--- src/verilog/isa_pkg.sv ---
package isa_pkg;

    localparam int reg_addr_w = 5;
    localparam int imm_w      = 12; // Low immediate bits used for address matching

    typedef enum logic [1:0] {
        op_alu,
        op_load,
        op_store,
        op_none
    } op_class_e;

    // One decoded instruction as seen by the issue stage
    typedef struct packed {
        logic [reg_addr_w-1:0] rs1;
        logic [reg_addr_w-1:0] rs2;
        logic [reg_addr_w-1:0] rd;
        op_class_e             op;
        logic [imm_w-1:0]      imm;
    } instr_t;

endpackage
--- src/verilog/pipe_pkg.sv ---
package pipe_pkg;

    import isa_pkg::*;

    localparam int fifo_depth = 4;
    localparam int ptr_w      = 2;
    localparam int bubbles_w  = 2;

    // Bubble counts per hazard kind
    localparam logic [bubbles_w-1:0] load_ex_bubbles   = 2'd2;
    localparam logic [bubbles_w-1:0] load_mem_bubbles  = 2'd1;
    localparam logic [bubbles_w-1:0] mem_order_bubbles = 2'd1;

    // What one downstream stage holds
    typedef struct packed {
        logic [reg_addr_w-1:0] rd;
        op_class_e             op;
    } shadow_t;

    localparam shadow_t shadow_empty = '{rd: '0, op: op_none};

    typedef enum logic {
        st_issue,
        st_stall
    } ctrl_state_e;

endpackage

--- src/verilog/hazard_if.sv ---
`timescale 1ns/1ns

interface hazard_if import isa_pkg::*, pipe_pkg::*; ();

    logic                 head_valid;
    instr_t               head_instr;
    logic [bubbles_w-1:0] bubbles;
    logic                 issue;       // Pop strobe

    modport det (
        input  head_instr,
        output bubbles
    );

    modport ctrl (
        input  head_valid,
        input  bubbles,
        output issue
    );

    modport buffer (
        output head_valid,
        output head_instr,
        input  issue
    );

endinterface

--- src/verilog/issue_stage.sv ---
`timescale 1ns/1ns

module issue_stage import isa_pkg::*, pipe_pkg::*; (
    input  logic   clk,
    input  logic   rst_n,
    input  logic   in_valid,
    input  instr_t in_instr,
    output logic   credit_return,
    output logic   out_valid,
    output instr_t out_instr
);

    hazard_if hz ();

    shadow_t               ex_stage;
    shadow_t               mem_stage;
    logic [imm_w-1:0]      ex_store_imm;
    logic [reg_addr_w-1:0] ex_store_base;
    logic                  timer_load;
    logic [bubbles_w-1:0]  timer_count;
    logic                  timer_busy;

    issue_fifo u_fifo (
        .clk           (clk),
        .rst_n         (rst_n),
        .in_valid      (in_valid),
        .in_instr      (in_instr),
        .credit_return (credit_return),
        .hz            (hz.buffer)
    );

    dest_shadow u_shadow (
        .clk         (clk),
        .rst_n       (rst_n),
        .issue       (hz.issue),
        .issue_instr (hz.head_instr),
        .ex_stage    (ex_stage),
        .mem_stage   (mem_stage),
        .wb_stage    ()
    );

    hazard_detect u_detect (
        .hz            (hz.det),
        .ex_stage      (ex_stage),
        .mem_stage     (mem_stage),
        .ex_store_imm  (ex_store_imm),
        .ex_store_base (ex_store_base)
    );

    stall_timer u_timer (
        .clk   (clk),
        .rst_n (rst_n),
        .load  (timer_load),
        .count (timer_count),
        .busy  (timer_busy)
    );

    issue_ctrl u_ctrl (
        .clk         (clk),
        .rst_n       (rst_n),
        .hz          (hz.ctrl),
        .timer_load  (timer_load),
        .timer_count (timer_count),
        .timer_busy  (timer_busy)
    );

    // Base and offset of whatever enters EX, only read when it is a store
    always_ff @(posedge clk) begin
        if (hz.issue) begin
            ex_store_base <= hz.head_instr.rs1;
            ex_store_imm  <= hz.head_instr.imm;
            out_instr     <= hz.head_instr;
        end
    end

    always_ff @(posedge clk or negedge rst_n) begin
        if (!rst_n) begin
            out_valid <= 1'b0;
        end else begin
            out_valid <= hz.issue; // EX always accepts
        end
    end

endmodule

--- src/verilog/issue_ctrl.sv ---
`timescale 1ns/1ns

module issue_ctrl import pipe_pkg::*; (
    input  logic                 clk,
    input  logic                 rst_n,
    hazard_if.ctrl               hz,
    output logic                 timer_load,
    output logic [bubbles_w-1:0] timer_count,
    input  logic                 timer_busy
);

    ctrl_state_e state;
    ctrl_state_e state_nxt;

    always_ff @(posedge clk or negedge rst_n) begin
        if (!rst_n) begin
            state <= st_issue;
        end else begin
            state <= state_nxt;
        end
    end

    // The cycle that detects the hazard is already the first bubble
    assign timer_count = hz.bubbles - 1'b1;

    always_comb begin
        state_nxt  = state;
        hz.issue   = 1'b0;
        timer_load = 1'b0;
        case (state)
            st_issue: begin
                if (hz.head_valid) begin
                    if (hz.bubbles == '0) begin
                        hz.issue = 1'b1;
                    end else begin
                        timer_load = 1'b1;
                        state_nxt  = st_stall;
                    end
                end
            end
            st_stall: begin
                // Head cannot leave while stalled, no re-check needed
                if (!timer_busy) begin
                    hz.issue  = 1'b1;
                    state_nxt = st_issue;
                end
            end
            default: state_nxt = st_issue;
        endcase
    end

endmodule

--- src/verilog/stall_timer.sv ---
`timescale 1ns/1ns

module stall_timer import pipe_pkg::*; (
    input  logic                 clk,
    input  logic                 rst_n,
    input  logic                 load,
    input  logic [bubbles_w-1:0] count,
    output logic                 busy
);

    logic [bubbles_w-1:0] remaining;

    always_ff @(posedge clk or negedge rst_n) begin
        if (!rst_n) begin
            remaining <= '0;
        end else if (load) begin
            remaining <= count;
        end else if (remaining != '0) begin
            remaining <= remaining - 1'b1;
        end
    end

    assign busy = (remaining != '0);

endmodule

--- src/verilog/hazard_detect.sv ---
`timescale 1ns/1ns

module hazard_detect import isa_pkg::*, pipe_pkg::*; (
    hazard_if.det                hz,
    input  shadow_t              ex_stage,
    input  shadow_t              mem_stage,
    input  logic [imm_w-1:0]     ex_store_imm,
    input  logic [reg_addr_w-1:0] ex_store_base
);

    logic load_ex_hit;
    logic load_mem_hit;
    logic mem_order_hit;

    // x0 is never a real destination
    always_comb begin
        load_ex_hit = (ex_stage.op == op_load) && (ex_stage.rd != '0) &&
                      ((ex_stage.rd == hz.head_instr.rs1) ||
                       (ex_stage.rd == hz.head_instr.rs2));

        load_mem_hit = (mem_stage.op == op_load) && (mem_stage.rd != '0) &&
                       ((mem_stage.rd == hz.head_instr.rs1) ||
                        (mem_stage.rd == hz.head_instr.rs2));

        // Same base register and offset, address itself not compared
        mem_order_hit = (hz.head_instr.op == op_load) && (ex_stage.op == op_store) &&
                        (hz.head_instr.rs1 == ex_store_base) &&
                        (hz.head_instr.imm == ex_store_imm);
    end

    // Largest applicable count wins
    always_comb begin
        hz.bubbles = '0;
        if (mem_order_hit && (mem_order_bubbles > hz.bubbles)) begin
            hz.bubbles = mem_order_bubbles;
        end
        if (load_mem_hit && (load_mem_bubbles > hz.bubbles)) begin
            hz.bubbles = load_mem_bubbles;
        end
        if (load_ex_hit && (load_ex_bubbles > hz.bubbles)) begin
            hz.bubbles = load_ex_bubbles;
        end
    end

endmodule

--- src/verilog/dest_shadow.sv ---
`timescale 1ns/1ns

module dest_shadow import isa_pkg::*, pipe_pkg::*; (
    input  logic    clk,
    input  logic    rst_n,
    input  logic    issue,
    input  instr_t  issue_instr,
    output shadow_t ex_stage,
    output shadow_t mem_stage,
    output shadow_t wb_stage
);

    shadow_t ex_next;

    // Empty slot enters EX when nothing issues
    always_comb begin
        if (issue) begin
            ex_next.rd = issue_instr.rd;
            ex_next.op = issue_instr.op;
        end else begin
            ex_next = shadow_empty;
        end
    end

    always_ff @(posedge clk or negedge rst_n) begin
        if (!rst_n) begin
            ex_stage  <= shadow_empty;
            mem_stage <= shadow_empty;
            wb_stage  <= shadow_empty;
        end else begin
            ex_stage  <= ex_next;
            mem_stage <= ex_stage;
            wb_stage  <= mem_stage;
        end
    end

endmodule

--- src/verilog/issue_fifo.sv ---
`timescale 1ns/1ns

module issue_fifo import isa_pkg::*, pipe_pkg::*; (
    input  logic     clk,
    input  logic     rst_n,
    input  logic     in_valid,
    input  instr_t   in_instr,
    output logic     credit_return,
    hazard_if.buffer hz
);

    instr_t           mem [fifo_depth];
    logic [ptr_w-1:0] wr_ptr;
    logic [ptr_w-1:0] rd_ptr;
    logic [ptr_w:0]   count;

    // Decoder only sends while holding a credit, so no full check here
    always_ff @(posedge clk) begin
        if (in_valid) begin
            mem[wr_ptr] <= in_instr;
        end
    end

    always_ff @(posedge clk or negedge rst_n) begin
        if (!rst_n) begin
            wr_ptr <= '0;
            rd_ptr <= '0;
            count  <= '0;
        end else begin
            if (in_valid) begin
                wr_ptr <= wr_ptr + 1'b1; // Wraps at fifo_depth
            end
            if (hz.issue) begin
                rd_ptr <= rd_ptr + 1'b1;
            end
            case ({in_valid, hz.issue})
                2'b10:   count <= count + 1'b1;
                2'b01:   count <= count - 1'b1;
                default: count <= count;
            endcase
        end
    end

    assign hz.head_valid = (count != '0);
    assign hz.head_instr = mem[rd_ptr];

    // Freed entry goes straight back to the decoder
    assign credit_return = hz.issue;

endmodule

--- config.mk ---
export PLATFORM = sky130hd
export DESIGN_NAME = issue_stage
export DESIGN_NICKNAME = d
export VERILOG_FILES = /design/src/verilog/isa_pkg.sv /design/src/verilog/pipe_pkg.sv /design/src/verilog/hazard_if.sv /design/src/verilog/issue_stage.sv /design/src/verilog/issue_ctrl.sv /design/src/verilog/stall_timer.sv /design/src/verilog/hazard_detect.sv /design/src/verilog/dest_shadow.sv /design/src/verilog/issue_fifo.sv
export SDC_FILE = /design/constraint.sdc
export NUM_CORES = 1
export LEC_CHECK = 0
export BUFFER_PORTS_ARGS = -buffer_cell sky130_fd_sc_hd__buf_2
export CAP_MARGIN = 0
export CORE_ASPECT_RATIO = 1.75
export CORE_MARGIN = 5
export CORE_UTILIZATION = 30
export CTS_CLUSTER_SIZE = 8
export DETAILED_ROUTE_END_ITERATION = 8
export PLACE_DENSITY_LB_ADDON = 0.05
export REMOVE_ABC_BUFFERS = 1
export SLEW_MARGIN = 20
export SYNTH_ARGS = -nofsm -noshare
export SYNTH_HDL_FRONTEND = slang
export SYNTH_SLANG_ARGS = --single-unit
--- constraint.sdc ---
create_clock -name clk -period 6.3 [get_ports clk]
set_clock_uncertainty 0.2 [all_clocks]
set_input_delay 0.63 -clock clk [delete_from_list [all_inputs] [get_ports clk]]
set_output_delay 0.63 -clock clk [all_outputs]
set_load 0.03 [all_outputs]
Word level (Yosys, flattened, before mapping)
Memory sizes are Yosys's and may differ from the RTL's.
Cells that the tools add are included.
{"block": "word_totals", "ff_bits": 54, "mem_bits_rw": 116, "out_inout_bits": 31, "mem_count": 1}
{"block": "op_classes", "addsub": 6, "magnitude_cmp": 2, "n_eq_ne": 12, "muxes": 18, "bitwise": 1, "n_reduce_logical": 18}
{"name": "u_fifo.mem", "words": 4, "width": 29, "rd": 1, "rd_clocked_by_memory_dff": 0, "wr": 1, "line_no": "issue_fifo.sv:12", "rtl": "instr_t mem [fifo_depth];"}
{"op": "$eq 5x5->1", "n": 5}
{"op": "$eq 12x12->1", "n": 1}
{"op": "$mux 1", "n": 10}
{"op": "$reduce_bool 5->1", "n": 2}
{"op": "$logic_and 1x1->1", "n": 9}
{"op": "$eq 2x1->1 const B", "n": 4}
{"op": "$mux 2", "n": 4}
{"op": "$mux 7", "n": 1}
{"op": "$pmux 3 s2", "n": 1}
{"op": "$reduce_bool 2->1", "n": 3}
{"op": "$add 2x1->2 const B", "n": 2}
{"op": "$eq 2x2->1 const B", "n": 2}
{"op": "$pmux 1 s2", "n": 2}
{"op": "$sub 2x1->2 const B", "n": 2}
{"op": "$add 3x1->3 const B", "n": 1}
{"op": "$reduce_bool 3->1", "n": 1}
{"op": "$sub 3x1->3 const B", "n": 1}
{"op": "$gt 1x2->1 const A", "n": 1}
{"op": "$gt 2x2->1 const A", "n": 1}
{"op": "$logic_not 2->1", "n": 1}
{"op": "$logic_or 1x1->1", "n": 2}
{"op": "$not 1->1", "n": 1}

Logic depth before layout (Yosys ltp)
Gate-level depths: netlist (run 1).
An unclocked memory read counts as a cell.
{"block": "depth", "word_depth": 18, "ltp_mapped": 15, "mapped_depth_nobuf": 12}

By module
From an unflattened synthesis (run 1), not the netlist that was laid out.
{"block": "unflattened", "hier_cells": 327, "area_unflattened_um2": 6735.2}
{"mod": "issue_fifo", "instances": 1, "cells_per_inst": 184, "area_per_inst_um2": 4575.6, "seq_area_each_um2": 3658.5}
{"mod": "issue_stage", "instances": 1, "cells_per_inst": 30, "area_per_inst_um2": 895.9, "seq_area_each_um2": 895.9}
{"mod": "dest_shadow", "instances": 1, "cells_per_inst": 28, "area_per_inst_um2": 576.8, "seq_area_each_um2": 533.0}
{"mod": "hazard_detect", "instances": 1, "cells_per_inst": 63, "area_per_inst_um2": 488.0, "seq_area_each_um2": 0.0}
{"mod": "stall_timer", "instances": 1, "cells_per_inst": 13, "area_per_inst_um2": 116.4, "seq_area_each_um2": 50.0}
{"mod": "issue_ctrl", "instances": 1, "cells_per_inst": 9, "area_per_inst_um2": 82.6, "seq_area_each_um2": 25.0}

Least setup slack after synthesis (run 1)
No wires, ideal clock.
{"block": "synth_path", "path_kind": "flip-flop to flip-flop", "startpoint": "register u_fifo.rd_ptr[0]", "endpoint": "register u_fifo.count[1]", "t_arrival_ns": 3.818, "required_time_ns": 5.975, "slack_ns": 2.157, "stages_incl_launch_ff": 14, "cell_sequence": "dfrtp_1 buf_6 buf_6 buf_6 mux4_2 xnor2_1 nand4_1 nor3_1 a21oi_1 o21ai_4 inv_1 ha_1 fa_1 mux2_2"}
{"element": "start, declared", "line_no": "issue_fifo.sv:14", "rtl": "logic [ptr_w-1:0] rd_ptr;"}
{"element": "start signal, assigned", "line_no": "issue_fifo.sv:34", "rtl": "rd_ptr <= rd_ptr + 1'b1;"}
{"element": "end signal, assigned", "line_no": "issue_fifo.sv:37", "rtl": "2'b10: count <= count + 1'b1;"}
{"element": "end signal, assigned", "line_no": "issue_fifo.sv:38", "rtl": "2'b01: count <= count - 1'b1;"}
{"element": "end signal, assigned", "line_no": "issue_fifo.sv:39", "rtl": "default: count <= count;"}
{"element": "end, declared", "line_no": "issue_fifo.sv:15", "rtl": "logic [ptr_w:0] count;"}

==> flow_metrics.tcl, run 1 <==
set metrics [dict create \
    status "complete, no violations" \
    wl_per_cell_um 19.9 \
    crit_path_max_fanout 24 \
    htree_levels 4 \
    final_cell_mix "145 x edfxtp_1, 62 x buf_2, 37 x xnor2_1" \
    cts_buffer_depth 2 \
    drtIter0Drc 99 \
    antenna_found_initial 0 \
    r2r_slack_ps 1900 \
    reg2reg_from "u_fifo.rd_ptr[0]" \
    synthesis.area_mm2 0.00653 \
    cts_resized 0 \
    tightest_slew_ps 880 \
    layout.area.seq_mm2 0.00499 \
    drc 0 \
    grt_pass1_wl_um 21300 \
    via_per_inst 4.37 \
    num_rows 71 \
    grt_max_degree 30 \
    ir_worst_vdd_mv 0.194 \
    setup_viol 0 \
    post_cts_buffers 0 \
    synthDistinctLibCells 33 \
    fin_util_pct 36.2 \
    overflow 0 \
    final_nets 435 \
    dp_hpwl_um 9090 \
    startpoint_type "flop" \
    min_period_over_period_pct 73.9 \
    crit_arrival_ps 3820 \
    cts_root_buffer "clkbuf_16" \
    seq_area_frac_synth_pct 76.3 \
    portBuffers 62 \
    core_area_mm2 0.0215 \
    ant_nets 0 \
    grt_usage_pct 12.1 \
    diodes 0 \
    maxCapViolCount 0 \
    grt_pass1_vias 3507 \
    area_growth_pct 19.2 \
    hold_viol 0 \
    multi_input_area_mm2 0.00147 \
    ys_ff_latch 170 \
    layout-drive-gt1-share_pct 33.7 \
    hold_ws_ps 16.7 \
    crit_required_ps 5470 \
    p_leak_nw 2.68 \
    dr.pass1.iters 4 \
    worstSetupEndpoint "credit_return" \
    final_common_cell "edfxtp_1" \
    clk_pin_slew_worst_paths_ps 60 \
    finalMaxSlewViolations 0 \
    crit_start "u_fifo.rd_ptr[0]" \
    clkLatencyLatePin_ps 420 \
    hold_class "in2async" \
    clock.fmax_mhz 215 \
    postCtsHoldBufs 0 \
    worst_r2r_endpoint "u_fifo.count[1]" \
    worst-r2r-cell-count 11 \
    gp_congestion 0.756 \
    tritoncts "built" \
    die_h_um 205 \
    end_kind "primary output" \
    powerDensity_mw_per_mm2 561 \
    start_util_pct 30.4 \
    fill_cells 2092 \
    maxSlewHeadroom_pct 41.4 \
    clock-sinks 170 \
    io_pins 63 \
    synth_cells 316 \
    numCtsBuffers 17 \
    wirelength_um 14000 \
    finalCriticalPeriod_ps 4650 \
    vias 3070 \
    finalSetupTns_ps 0 \
    dieArea_mm2 0.0249 \
    yosys_warnings 0 \
    path_class "reg2out" \
    syn_avg_cell_area_um2 20.7 \
    fp.dieW_um 122 \
    rsz0062_at_grt "no" \
]
## layer usage
| layer | GRT usage, % | part of all wire, % |
|---|---|---|
| met5 | 0 | 0 |
| met4 | 4.33 | 1.2 |
| met3 | 3.63 | 4.1 |
| met2 | 22.0 | 57 |
| met1 | 13.0 | 38 |
## state kept, by name, summed over array words and instances, names as in the netlist, 2 cells and up
signal / cells
u_fifo.mem: 116
ex_store_imm: 12
out_instr: 12
u_shadow.ex_stage: 7
u_shadow.mem_stage: 7
ex_store_base: 5
u_fifo.count: 3
u_fifo.rd_ptr: 2
u_fifo.wr_ptr: 2
u_timer.remaining: 2
## critical path, cell delays in order, from the launching register on
cell and delay, ps:
dfrtp_2 940, buf_4 350, mux4_2 590, xnor2_1 150
nand4_1 120, nor3_2 70, nor4_2 470, o21ai_4 170
inv_1 260, buf_2 260
## where the power goes
part / internal, mW / switching [mW]
Clock: 0.615 / 0.415
Sequential: 1.66 / 0.230
Combinational: 0.582 / 0.868
Total: 2.86 / 1.51
## per-stage QoR
step                worst slack [ps]  area, um^2  total power, mW  instances
global route                    1240        7790             4.65        702
detailed placement              1780        7210             3.43        670
global placement                1810        7210             3.43        670
CTS                             1480        7790             4.48        702
finish                          1650        7790             4.37        702
floorplan                       1270        6480             2.90        309
## how the worst min path moves through the flow
stage / to / slack, ps / cells after the start
3_5_place_dp: u_shadow.mem_stage[0] / 170 / 0
4_1_cts: u_shadow.mem_stage[2] / 20 / 1
5_1_grt: u_ctrl.state / 50 / 1
3_3_place_gp: u_shadow.mem_stage[1] / 170 / 0
6_report: u_fifo.wr_ptr[1] / 20 / 1
2_1_floorplan: out_valid / 130 / 0
## cell families (layout without fill, tap and decap cells)
logic type | after synthesis | in the layout | synth area share [%]
buffers and inverters | 12 | 106 | 1.15
DFF | 170 | 170 | 76.3
muxes | 31 | 31 | 10.3
xor gates and xnor gates | 43 | 43 | 5.77
AOI/OAI and AO/OA | 10 | 10 | 1.05
adders and majority gates | 6 | 6 | 1.26
and+or+nand+nor | 44 | 44 | 4.12
## synth_stat cells
cell type  number  area (um^2)
ha_1            5         62.6
o21ai_4         1         16.3
nor4bb_1        1         10.0
fa_1            1         20.0
inv_1           5         18.8
nand4_1         8         50.1
mux2_2          2         22.5
mux4_2         29          653
or2_1           2         12.5
o21ai_0         4         20.0
or4_1           2         15.0
a21o_1          1         7.51
nor2b_1         7         43.8
nand2b_1        1         6.26
nor4_2          1         12.5
nor2_1          6         22.5
xnor2_1        37          324
a21oi_1         1         5.00
a21boi_1        1         7.51
xor2_1          6         52.6
nor3_2          3         30.0
buf_4           1         7.51
buf_2           3         15.0
o21ai_1         1         5.00
nand2_1         4         15.0
dfrtp_1        21          526
buf_6           3         33.8
or2_2           1         6.26
dfstp_2         4          105
nor3_1          4         20.0
edfxtp_1      145         4350
and2_1          4         25.0
o211ai_1        1         7.51
## final cells by class
type / instances / share of cell area (%)
multi-input cells: 134 / 18.9
inverters: 5 / 0.241
flip-flops and latches: 170 / 64.0
well taps: 292 / 4.69
clock buffers: 17 / 5.46
clock inverters: 15 / 2.01
repair buffers: 69 / 4.66
No activity file was read; power rests on OpenSTA's default activity.
==> run 2: changes to the inputs <==
==> constraint.sdc (replaced) <==
create_clock -name clk -period 4.6 [get_ports clk]
set_clock_uncertainty 0.2 [all_clocks]
set_input_delay 0.46 -clock clk [delete_from_list [all_inputs] [get_ports clk]]
set_output_delay 0.46 -clock clk [all_outputs]
set_load 0.03 [all_outputs]
==> flow_metrics.tcl, run 2 (synthesis gave the netlist of run 1 again) <==
set metrics [dict create \
    fill_cells 2063 \
    postCtsHoldBufs 1 \
    layout-drive-gt1-share_pct 34.7 \
    dr.pass1.iters 4 \
    start_util_pct 30.4 \
    largest_register_ffs 116 \
    hold_ws_ps 43.9 \
    worst-r2r-cell-count 11 \
    clkLatencyLatePin_ps 430 \
    clock.fmax_mhz 238 \
    drtIter0Drc 140 \
    final_nets 438 \
    maxCapViolCount 0 \
    layout.area.seq_mm2 0.00499 \
    crit_path_max_fanout 22 \
    path_cells "buf_4 > mux4_2 > xnor2_1 > nand4_1 > nor3_2 > nor4_2 > o21ai_4 > inv_1 > buf_4 > buf_2" \
    total_power_mw 6.10 \
    dp.cells 672 \
    cts_root_buffer "clkbuf_16" \
    setup_viol 0 \
    post-route-cell-area_mm2 0.00784 \
    finalMaxSlewViolations 0 \
    grt_usage_pct 12.4 \
    ant_nets 0 \
    fin_cells 704 \
    via_per_inst 4.39 \
    grt_pass1_wl_um 22000 \
    hold_class "in2reg" \
    maxSlewHeadroom_pct 60.9 \
    grt_pass1_vias 3511 \
    grt_max_degree 30 \
    numCtsBuffers 17 \
    cpPeakStageDelay_ps 650 \
    finalSetupTns_ps 0 \
    num_rows 71 \
    dieArea_mm2 0.0249 \
    min_period_over_period_pct 91.4 \
    cts_buffer_depth 2 \
    finalWorstSetupSlack_ps 394 \
    status "complete, no violations" \
    wirelength_um 14400 \
    final_common_cell "edfxtp_1" \
    end_kind "primary output" \
    area_growth_pct 20.1 \
    final_cell_mix "145 x edfxtp_1, 62 x buf_2, 37 x xnor2_1" \
    fp.dieW_um 122 \
    powerDensity_mw_per_mm2 777 \
    gp_congestion 0.736 \
    htree_levels 4 \
    cts_resized 0 \
    crit_top_cell "buf_4" \
    p_leak_nw 2.70 \
    regMostFlops "u_fifo.mem" \
    hold_viol 0 \
    multi_input_area_mm2 0.00147 \
    clock-sinks 170 \
    tritoncts "built" \
    fin_util_pct 36.5 \
    tightest_slew_ps 587 \
    place_area_mm2 0.00723 \
    critPathSlowestCell "mux4_2" \
    crit_arrival_ps 3550 \
    clk_pin_slew_worst_paths_ps 70 \
    antenna_found_initial 0 \
    crit_required_ps 3940 \
    vias 3094 \
    portBuffers 62 \
    startpoint_type "flop" \
    dp_hpwl_um 9070 \
    holdPathStages 1 \
    drc 0 \
    finalCriticalPeriod_ps 4210 \
    rsz0062_at_grt "no" \
    ir_worst_vdd_mv 0.256 \
    core_area_mm2 0.0215 \
    overflow 0 \
    wl_per_cell_um 20.4 \
    dpl_worst_slack_ps 777 \
    diodes 0 \
    path_class "reg2out" \
    die_h_um 205 \
    post_cts_buffers 0 \
    reg_top3 "u_fifo.mem x116, ex_store_imm x12, out_instr x12" \
    io_pins 63 \
]
-- run 2: routing by layer --
metal,GRT usage [%],up-vias,wire [um]
met5,0,-,0
met2,22.0,52,8060
met1,14.4,1630,5750
met4,4.81,0,192
li1,-,1403,-
met3,3.19,9,361
-- run 2: layout make-up --
type,instances,area share [%]
Clock inverter,14,2.22
Tap cell,292,4.66
Clock buffer,17,5.42
Sequential cell,170,63.6
Multi-Input combinational cell,134,18.8
Inverter,5,0.239
Timing Repair Buffer,72,5.11
-- run 2: critical path: cells and delay by family (launching register included) --
kind	cells	cell delay (ps)
AND/OR/NAND/NOR	3	680
buffers and inverters	4	1100
multiplexers	1	650
AO/OA/AOI/OAI	1	170
flip-flops	1	350
XOR/XNOR	1	150
-- run 2: path summary, 6_finish.rpt --
path / from / endpoint / slack [ps]
max: u_fifo.rd_ptr[0] / credit_return / 390
max in group asynchronous: rst_n / u_fifo.rd_ptr[0] / 3410
min: in_instr[21] / u_fifo.mem[2][21] / 40
min reg2reg: u_shadow.ex_stage[1] / u_shadow.mem_stage[1] / 180
min in group asynchronous: rst_n / u_fifo.wr_ptr[0] / 370
max reg2reg: u_fifo.rd_ptr[0] / u_fifo.count[1] / 850
-- run 2: power breakdown --
part / total (mW) / internal, mW / leakage (nW) / switching (mW)
Clock: 1.46 / 0.854 / 0.283 / 0.602
Combinational: 2.13 / 0.824 / 0.753 / 1.31
Sequential: 2.51 / 2.27 / 1.66 / 0.237
